`config.mk`:
```
export PLATFORM = sky130hd
export DESIGN_NAME = lsu_top
export DESIGN_NICKNAME = d
export VERILOG_FILES = /design/src/design/lsu_pkg.sv /design/src/design/lsu_agu.sv /design/src/design/lsu_split_ctrl.sv /design/src/design/lsu_bus_ctrl.sv /design/src/design/lsu_byte_lanes.sv /design/src/design/lsu_top.sv
export VERILOG_INCLUDE_DIRS = /design/src /design/src/design
export SDC_FILE = /design/constraint.sdc
export NUM_CORES = 1
export LEC_CHECK = 0
export ABC_AREA = 1
export BUFFER_PORTS_ARGS = -buffer_cell sky130_fd_sc_hd__buf_2
export CAP_MARGIN = 10
export CORE_MARGIN = 2
export CORE_UTILIZATION = 50
export DETAILED_ROUTE_END_ITERATION = 7
export PLACE_DENSITY = 0.85
export SKIP_CTS_REPAIR_TIMING = 1
export SLEW_MARGIN = 5
export SYNTH_ARGS = -nofsm -noshare
export SYNTH_HDL_FRONTEND = slang
export SYNTH_HIERARCHICAL = 1
export SYNTH_SLANG_ARGS = --single-unit
```
`constraint.sdc`:
```
create_clock -name forever_cpuclk -period 3.3 [get_ports forever_cpuclk]
set_input_delay 0.495 -clock forever_cpuclk [delete_from_list [all_inputs] [get_ports forever_cpuclk]]
set_output_delay 0.495 -clock forever_cpuclk [all_outputs]
set_load 0.02 [all_outputs]
```
`src/design/lsu_consts.svh`:
```
`ifndef LSU_CONSTS_SVH
`define LSU_CONSTS_SVH

// Data and address width.
`define LSU_DATA_W 32

// Byte lanes per bus word.
`define LSU_LANES 4

// Byte-offset bits of an address.
`define LSU_OFS_W 2

`endif

```
`src/design/lsu_pkg.sv`:
```
package lsu_pkg;
  `include "lsu_consts.svh"

  typedef enum logic [1:0] {
    SZ_BYTE = 2'b00,
    SZ_HALF = 2'b01,
    SZ_WORD = 2'b10
  } lsu_size_e;

  typedef struct packed {
    logic      store;
    lsu_size_e size;
    logic      uns;   // Zero-extend on load.
  } lsu_op_t;

  typedef struct packed {
    logic [`LSU_DATA_W-1:0] addr;
    lsu_op_t                op;
    logic [`LSU_DATA_W-1:0] wdata;
  } lsu_req_t;

  typedef struct packed {
    logic [`LSU_DATA_W-1:0] addr;      // Word aligned.
    logic                   write;
    logic [`LSU_LANES-1:0]  byte_en;
    logic [`LSU_DATA_W-1:0] wdata;     // Already on its lanes.
  } lsu_bus_cmd_t;

  typedef struct packed {
    logic [`LSU_DATA_W-1:0] load_data;
    logic                   acc_err;
  } lsu_wb_t;

  typedef enum logic [1:0] {
    SPL_IDLE,
    SPL_FIRST,
    SPL_SECOND
  } split_state_e;

  typedef enum logic [1:0] {
    BUS_IDLE,
    BUS_REQ,
    BUS_DATA
  } bus_state_e;
endpackage

```
`src/design/lsu_agu.sv`:
```
`timescale 1ns/10ps
`include "lsu_consts.svh"

module lsu_agu import lsu_pkg::*; (
  input  logic                   forever_cpuclk,
  input  logic                   arst_n,
  input  logic                   ex_req,
  input  lsu_op_t                op,
  input  logic [`LSU_DATA_W-1:0] base,
  input  logic [`LSU_DATA_W-1:0] offset,
  input  logic [`LSU_DATA_W-1:0] wdata,
  output lsu_req_t               req,
  output logic                   accepted
);

  logic [`LSU_DATA_W-1:0] addr;

  assign addr = base + offset; // Carry out wraps.

  // Instruction record, held until the next strobe.
  always_ff @(posedge forever_cpuclk) begin
    if (ex_req) begin
      req.addr  <= addr;
      req.op    <= op;
      req.wdata <= wdata;
    end
  end

  always_ff @(posedge forever_cpuclk or negedge arst_n) begin
    if (!arst_n) begin
      accepted <= 1'b0;
    end else begin
      accepted <= ex_req; // Record valid with this pulse.
    end
  end

endmodule

```
`src/design/lsu_split_ctrl.sv`:
```
`timescale 1ns/10ps
`include "lsu_consts.svh"

module lsu_split_ctrl import lsu_pkg::*; (
  input  logic         forever_cpuclk,
  input  logic         arst_n,
  input  logic         accepted,
  input  lsu_req_t     req,
  input  logic         beat_done,
  input  logic         beat_err,
  output logic         beat_start,
  output logic         beat_second,
  output lsu_bus_cmd_t beat_cmd,
  output logic         busy,
  output logic         access_done,
  output logic         access_err
);

  split_state_e               state;
  split_state_e               state_nxt;
  logic [`LSU_OFS_W-1:0]      ofs;
  logic [`LSU_DATA_W-1:0]     word_addr;
  logic [`LSU_LANES-1:0]      size_mask;
  logic [2*`LSU_LANES-1:0]    lane_mask;
  logic [2*`LSU_DATA_W-1:0]   lane_data;
  logic                       crosses;
  logic                       last_beat;
  logic                       start_second;
  logic                       done_q;
  logic                       err_q;

  assign ofs       = req.addr[`LSU_OFS_W-1:0];
  assign word_addr = {req.addr[`LSU_DATA_W-1:`LSU_OFS_W], {`LSU_OFS_W{1'b0}}};

  always_comb begin
    case (req.op.size)
      SZ_BYTE: size_mask = 4'b0001;
      SZ_HALF: size_mask = 4'b0011;
      default: size_mask = 4'b1111;
    endcase
  end

  // Lanes over two words; the upper half belongs to the next word.
  assign lane_mask = {{`LSU_LANES{1'b0}}, size_mask} << ofs;
  assign lane_data = {{`LSU_DATA_W{1'b0}}, req.wdata} << {ofs, 3'b000};
  assign crosses   = |lane_mask[2*`LSU_LANES-1:`LSU_LANES];

  assign beat_second = (state == SPL_SECOND);
  assign last_beat   = beat_second || !crosses || beat_err; // Error skips beat two.
  assign beat_start  = accepted || start_second;

  always_comb begin
    beat_cmd.write = req.op.store;
    if (beat_second) begin
      beat_cmd.addr    = word_addr + `LSU_DATA_W'(`LSU_LANES);
      beat_cmd.byte_en = lane_mask[2*`LSU_LANES-1:`LSU_LANES];
      beat_cmd.wdata   = lane_data[2*`LSU_DATA_W-1:`LSU_DATA_W];
    end else begin
      beat_cmd.addr    = word_addr;
      beat_cmd.byte_en = lane_mask[`LSU_LANES-1:0];
      beat_cmd.wdata   = lane_data[`LSU_DATA_W-1:0];
    end
  end

  always_comb begin
    state_nxt = state;
    case (state)
      SPL_IDLE: begin
        if (accepted) begin
          state_nxt = SPL_FIRST;
        end
      end
      SPL_FIRST: begin
        if (beat_done) begin
          state_nxt = last_beat ? SPL_IDLE : SPL_SECOND;
        end
      end
      SPL_SECOND: begin
        if (beat_done) begin
          state_nxt = SPL_IDLE;
        end
      end
      default: state_nxt = SPL_IDLE;
    endcase
  end

  always_ff @(posedge forever_cpuclk or negedge arst_n) begin
    if (!arst_n) begin
      state        <= SPL_IDLE;
      start_second <= 1'b0;
      done_q       <= 1'b0;
      err_q        <= 1'b0;
    end else begin
      state        <= state_nxt;
      start_second <= beat_done && !last_beat;
      done_q       <= beat_done && last_beat;
      if (accepted) begin
        err_q <= 1'b0;
      end else if (beat_done) begin
        err_q <= err_q | beat_err; // Sticky over both beats.
      end
    end
  end

  assign busy        = accepted || (state != SPL_IDLE) || done_q;
  assign access_done = done_q;
  assign access_err  = err_q;

endmodule

```
`src/design/lsu_bus_ctrl.sv`:
```
`timescale 1ns/10ps

module lsu_bus_ctrl import lsu_pkg::*; (
  input  logic         forever_cpuclk,
  input  logic         arst_n,
  input  logic         beat_start,
  input  lsu_bus_cmd_t beat_cmd,
  input  logic         bmu_lsu_grnt,
  input  logic         bmu_lsu_data_vld,
  input  logic         bmu_lsu_acc_err,
  output logic         lsu_bmu_req,
  output lsu_bus_cmd_t lsu_bmu_cmd,
  output logic         beat_done,
  output logic         beat_err
);

  bus_state_e   state;
  bus_state_e   state_nxt;
  lsu_bus_cmd_t cmd_q;

  always_comb begin
    state_nxt = state;
    case (state)
      BUS_IDLE: begin
        if (beat_start) begin
          state_nxt = BUS_REQ;
        end
      end
      BUS_REQ: begin
        if (bmu_lsu_grnt) begin
          state_nxt = BUS_DATA;
        end
      end
      BUS_DATA: begin
        if (bmu_lsu_data_vld) begin
          state_nxt = BUS_IDLE;
        end
      end
      default: state_nxt = BUS_IDLE;
    endcase
  end

  always_ff @(posedge forever_cpuclk or negedge arst_n) begin
    if (!arst_n) begin
      state <= BUS_IDLE;
    end else begin
      state <= state_nxt;
    end
  end

  // Command stays stable for the whole beat.
  always_ff @(posedge forever_cpuclk) begin
    if (beat_start && (state == BUS_IDLE)) begin
      cmd_q <= beat_cmd;
    end
  end

  assign lsu_bmu_req = (state == BUS_REQ);
  assign lsu_bmu_cmd = cmd_q;
  assign beat_done   = (state == BUS_DATA) && bmu_lsu_data_vld;
  assign beat_err    = beat_done && bmu_lsu_acc_err;

endmodule

```
`src/design/lsu_byte_lanes.sv`:
```
`timescale 1ns/10ps
`include "lsu_consts.svh"

module lsu_byte_lanes import lsu_pkg::*; (
  input  logic                   forever_cpuclk,
  input  logic                   arst_n,
  input  lsu_req_t               req,
  input  logic                   beat_done,
  input  logic                   beat_second,
  input  logic [`LSU_DATA_W-1:0] bmu_lsu_data,
  input  logic                   access_done,
  input  logic                   access_err,
  output logic                   wb_cmplt,
  output lsu_wb_t                wb
);

  logic [2*`LSU_DATA_W-1:0] merge;
  logic [2*`LSU_DATA_W-1:0] shifted;
  logic [`LSU_OFS_W-1:0]    ofs;
  logic [`LSU_DATA_W-1:0]   load_data;
  logic                     sign_b;
  logic                     sign_h;

  assign ofs = req.addr[`LSU_OFS_W-1:0];

  // Two words side by side, lower address in the low half.
  always_ff @(posedge forever_cpuclk) begin
    if (beat_done) begin
      if (beat_second) begin
        merge[2*`LSU_DATA_W-1:`LSU_DATA_W] <= bmu_lsu_data;
      end else begin
        merge[`LSU_DATA_W-1:0] <= bmu_lsu_data;
      end
    end
  end

  assign shifted = merge >> {ofs, 3'b000}; // Lowest byte to lane 0.
  assign sign_b  = !req.op.uns && shifted[7];
  assign sign_h  = !req.op.uns && shifted[15];

  always_comb begin
    case (req.op.size)
      SZ_BYTE: load_data = {{(`LSU_DATA_W-8){sign_b}}, shifted[7:0]};
      SZ_HALF: load_data = {{(`LSU_DATA_W-16){sign_h}}, shifted[15:0]};
      default: load_data = shifted[`LSU_DATA_W-1:0];
    endcase
    if (req.op.store) begin
      load_data = '0; // Nothing to return.
    end
  end

  always_ff @(posedge forever_cpuclk) begin
    if (access_done) begin
      wb.load_data <= load_data;
      wb.acc_err   <= access_err;
    end
  end

  always_ff @(posedge forever_cpuclk or negedge arst_n) begin
    if (!arst_n) begin
      wb_cmplt <= 1'b0;
    end else begin
      wb_cmplt <= access_done;
    end
  end

endmodule

```
`src/design/lsu_top.sv`:
```
`timescale 1ns/10ps
`include "lsu_consts.svh"

module lsu_top import lsu_pkg::*; (
  input  logic                   forever_cpuclk,
  input  logic                   arst_n,
  input  logic                   iu_lsu_ex_req,
  input  lsu_op_t                iu_lsu_op,
  input  logic [`LSU_DATA_W-1:0] iu_lsu_base,
  input  logic [`LSU_DATA_W-1:0] iu_lsu_offset,
  input  logic [`LSU_DATA_W-1:0] iu_lsu_wdata,
  output logic                   lsu_iu_stall,
  output logic                   lsu_iu_wb_cmplt,
  output lsu_wb_t                lsu_iu_wb,
  output logic                   lsu_bmu_req,
  output lsu_bus_cmd_t           lsu_bmu_cmd,
  input  logic                   bmu_lsu_grnt,
  input  logic                   bmu_lsu_data_vld,
  input  logic [`LSU_DATA_W-1:0] bmu_lsu_data,
  input  logic                   bmu_lsu_acc_err
);

  lsu_req_t     req;
  lsu_bus_cmd_t beat_cmd;
  logic         accepted;
  logic         beat_start;
  logic         beat_second;
  logic         beat_done;
  logic         beat_err;
  logic         access_done;
  logic         access_err;

  lsu_agu x_lsu_agu (
    .forever_cpuclk (forever_cpuclk),
    .arst_n         (arst_n),
    .ex_req         (iu_lsu_ex_req),
    .op             (iu_lsu_op),
    .base           (iu_lsu_base),
    .offset         (iu_lsu_offset),
    .wdata          (iu_lsu_wdata),
    .req            (req),
    .accepted       (accepted)
  );

  lsu_split_ctrl x_lsu_split_ctrl (
    .forever_cpuclk (forever_cpuclk),
    .arst_n         (arst_n),
    .accepted       (accepted),
    .req            (req),
    .beat_done      (beat_done),
    .beat_err       (beat_err),
    .beat_start     (beat_start),
    .beat_second    (beat_second),
    .beat_cmd       (beat_cmd),
    .busy           (lsu_iu_stall),
    .access_done    (access_done),
    .access_err     (access_err)
  );

  lsu_bus_ctrl x_lsu_bus_ctrl (
    .forever_cpuclk   (forever_cpuclk),
    .arst_n           (arst_n),
    .beat_start       (beat_start),
    .beat_cmd         (beat_cmd),
    .bmu_lsu_grnt     (bmu_lsu_grnt),
    .bmu_lsu_data_vld (bmu_lsu_data_vld),
    .bmu_lsu_acc_err  (bmu_lsu_acc_err),
    .lsu_bmu_req      (lsu_bmu_req),
    .lsu_bmu_cmd      (lsu_bmu_cmd),
    .beat_done        (beat_done),
    .beat_err         (beat_err)
  );

  lsu_byte_lanes x_lsu_byte_lanes (
    .forever_cpuclk (forever_cpuclk),
    .arst_n         (arst_n),
    .req            (req),
    .beat_done      (beat_done),
    .beat_second    (beat_second),
    .bmu_lsu_data   (bmu_lsu_data),
    .access_done    (access_done),
    .access_err     (access_err),
    .wb_cmplt       (lsu_iu_wb_cmplt),
    .wb             (lsu_iu_wb)
  );

endmodule

```
==> impl_metrics.yaml <==
run:
  cap_violations: 0
routing:
  vias: 10600
  dr.first_iter.drc_count: 999
  avgViaCountPerCell: 5.25
  wl_per_cell_microns: 15.9
  post-route-drc-count: 0
  dr.pass1.iters: 6
  drtAntennaViolNets: 0
  routed_wl_mm: 32.1
setup_path:
  cp_data_required_time_ns: 3.57
  arrival_ns: 2.56
  cp-start-kind: "flop"
  crit_type: "flop to flop"
  r2r_cells: 9
  crit_fanout: 51
  critPathCaptureType: "flop"
placed_design:
  postPlaceCellArea_sq_um: 14500
  dp_hpwl_mm: 24.1
  dp_slack_ns: 1.01
  io_buffers: 242
  place_congestion: 0.942
synthesis:
  yosysWarnings: 6
  ys_ff_latch: 235
  synthDistinctLibCells: 44
  syn_area_sq_um: 13000
  synthAdderAreaFrac_pct: 3.24
  synthFlopType: "edfxtp_1"
  synth_cells: 1426
  synth_xor_area_share_pct: 2.43
  synthDominantCellAreaShare_pct: 52.3
  synth_simple_gate_area_share_pct: 25.7
  yosys-mux-area-fraction_pct: 0.617
  synth_compound_area_share_pct: 5.46
  async_reset_ff_share_pct: 3.83
  synth_top_family_by_area: "simple AND/OR/NAND/NOR gates"
  synth_edf_count: 226
  synthTopCellsByArea: "edfxtp_1 (52%), nand2_1 (13%), inv_1 (6.3%), nand3_1 (4.2%), ha_1 (3.1%)"
  syn_avg_cell_area_sq_um: 9.10
  ys_seq_area_share_pct: 54.0
  yosysTopAreaCell: "edfxtp_1"
global_route:
  grt_pass1_vias: 10200
  track_usage_pct: 23.6
  grt_remaining_overflow: 0
  antenna_found_initial: 3
  grt_max_degree: 53
  grt_pass1_wl_mm: 50.4
die:
  start_util_pct: 51.3
  ioPinCount: 243
  row_count: 58
  die_h_microns: 165
  die_w_microns: 165
  die_area_sq_um: 27300
  coreArea_sq_um: 25300
sta:
  slew_headroom_pct: 31.5
  drv_slew: 0
  fin_crit_ns: 2.29
  clock_skew_ns: 0.00802
  rsz0062_at_grt: "no"
  setup_viol_count_final: 0
  period_share_pct: 69.5
  worstMarginPinSlew_ns: 1.03
  final.setup.worst_slack_ns: 1.01
  fmax_mhz: 436
  finalHoldViolations: 0
  tns_ns: 0
layout:
  fin_util_pct: 61.0
  stdcell_area_sq_um: 15500
  areaGrowthSynthToFinish_pct: 19.1
  nets: 1842
  drive_gt1_share_pct: 23.6
  final_cell_mix: "nand2_1 (450), buf_2 (242), edfxtp_1 (226)"
  final_common_cell: "nand2_1"
  fillers: 2078
power_and_ir_drop:
  power-per-cell-area_nw_per_um2: 610
  leakagePower_nw: 7.43
  ir_drop_mv: 0.401
clock_tree:
  cts_max_level: 1
  clock_tree.buffer_depth: 3
  clk_latency_ns: 0.52
  cts-buffers-inserted: 25
  clkTransAtPathRegs_ns: 0.06
  cts_tree: "yes"
  cts_root_buf: "clkbuf_16"
  cts_sinks: 235
hold_path:
  hp-class: "input port to flop"
  hold_depth: 1
status:
  run_status: "completed"
[through the flow]
step	hold WS, ns	std cells	total power, W
2_1_floorplan	0.199	1427	0.00552
3_3_place_gp	0.363	1973	0.00621
3_5_place_dp	0.376	1973	0.00628
4_1_cts	-0.172	2019	0.00946
5_1_grt	0.129	2023	0.00983
6_report	0.146	2024	0.00943
[area by class of cell]
| cell class | count | area (sq um) | share of cell area (%) |
|---|---|---|---|
| Antenna cell | 4 | 10.0 | 0.0648 |
| Tap cell | 330 | 413 | 2.67 |
| Inverter | 230 | 863 | 5.58 |
| Multi-Input combinational cell | 923 | 4870 | 31.5 |
| Clock inverter | 15 | 269 | 1.74 |
| Timing Repair Buffer | 256 | 1330 | 8.61 |
| Sequential cell | 235 | 7010 | 45.4 |
| Clock buffer | 31 | 688 | 4.45 |
[critical path: stages, from the launching register on]
cell and delay, ns:
edfxtp_1 0.68, inv_2 0.20, buf_4 0.44, nand2_1 0.17, nand3_1 0.10, nand2_1 0.10, nand2_1 0.09, nand3_2 0.07
nand2_1 0.09, inv_1 0.06
[sequential cells by signal, summed over array words and instances, names as in the netlist]
signal,flops
x_lsu_bus_ctrl/lsu_bmu_cmd,69
x_lsu_split_ctrl/access_done,1
x_lsu_split_ctrl/state,2
x_lsu_byte_lanes/merge,56
x_lsu_agu/accepted,1
x_lsu_split_ctrl/start_second,1
x_lsu_agu/req,68
x_lsu_bus_ctrl/state,2
x_lsu_byte_lanes/wb_cmplt,1
x_lsu_byte_lanes/wb,33
x_lsu_split_ctrl/access_err,1
[report_power, final]
part | internal, W | switching, W | leakage (nW)
Sequential | 0.00386 | 0.000226 | 2.25
Clock | 0.00203 | 0.00116 | 0.449
Combinational | 0.000662 | 0.00149 | 4.73
[per-layer routing]
metal	vias up	global-route usage (%)	routed length, microns
li1	5161	-	-
met1	4839	29.1	12400
met2	528	41.3	16000
met3	91	3.15	2330
met4	0	10.8	1430
met5	-	0	0
[cells in the mapped netlist, types with 8 or more instances]
cell type  instances
xor2_1            24
inv_1            219
mux2i_1            8
ha_1              32
a21oi_2            9
buf_2              9
o221ai_1           8
a21oi_1           27
nor3_1             8
nand2_1          450
nand3_2           18
nand4_1           14
or2_2             17
edfxtp_1         226
nand3_1          110
nor2_1            67
o211ai_1          15
o21ai_0           26
nand2_2           20
dfrtp_1            9
xnor2_1           12
o21ai_1            8
clkbuf_1          15
o22ai_1           18
inv_2             11
[kinds of logic (layout without fill, tap and decap cells)]
logic type | count (synthesis) | in the layout
simple gates | 729 | 729
fa+ha+maj | 33 | 33
mux | 8 | 8
flops | 235 | 235
xor+xnor | 36 | 36
buf+inv | 269 | 532
other cells | 1 | 6
compound gates | 115 | 115
[worst paths after layout]
check	from	end	slack, ns
min in group asynchronous	arst_n	x_lsu_split_ctrl/access_err$_DFFE_PN0P_	0.41
worst max register to register	x_lsu_agu/req[36]$_DFFE_PP_	x_lsu_byte_lanes/wb[26]$_SDFFCE_PP0P_	1.01
worst min-delay path	iu_lsu_wdata[18]	x_lsu_agu/req[18]$_DFFE_PP_	0.15
worst max-delay path	x_lsu_agu/req[36]$_DFFE_PP_	x_lsu_byte_lanes/wb[26]$_SDFFCE_PP0P_	1.01
max in group asynchronous	arst_n	x_lsu_byte_lanes/wb_cmplt$_DFF_PN0_	2.69
worst min register to register	x_lsu_split_ctrl/access_err$_DFFE_PN0P_	x_lsu_byte_lanes/wb[0]$_DFFE_PP_	0.46
No activity file was read; power rests on OpenSTA's default activity.
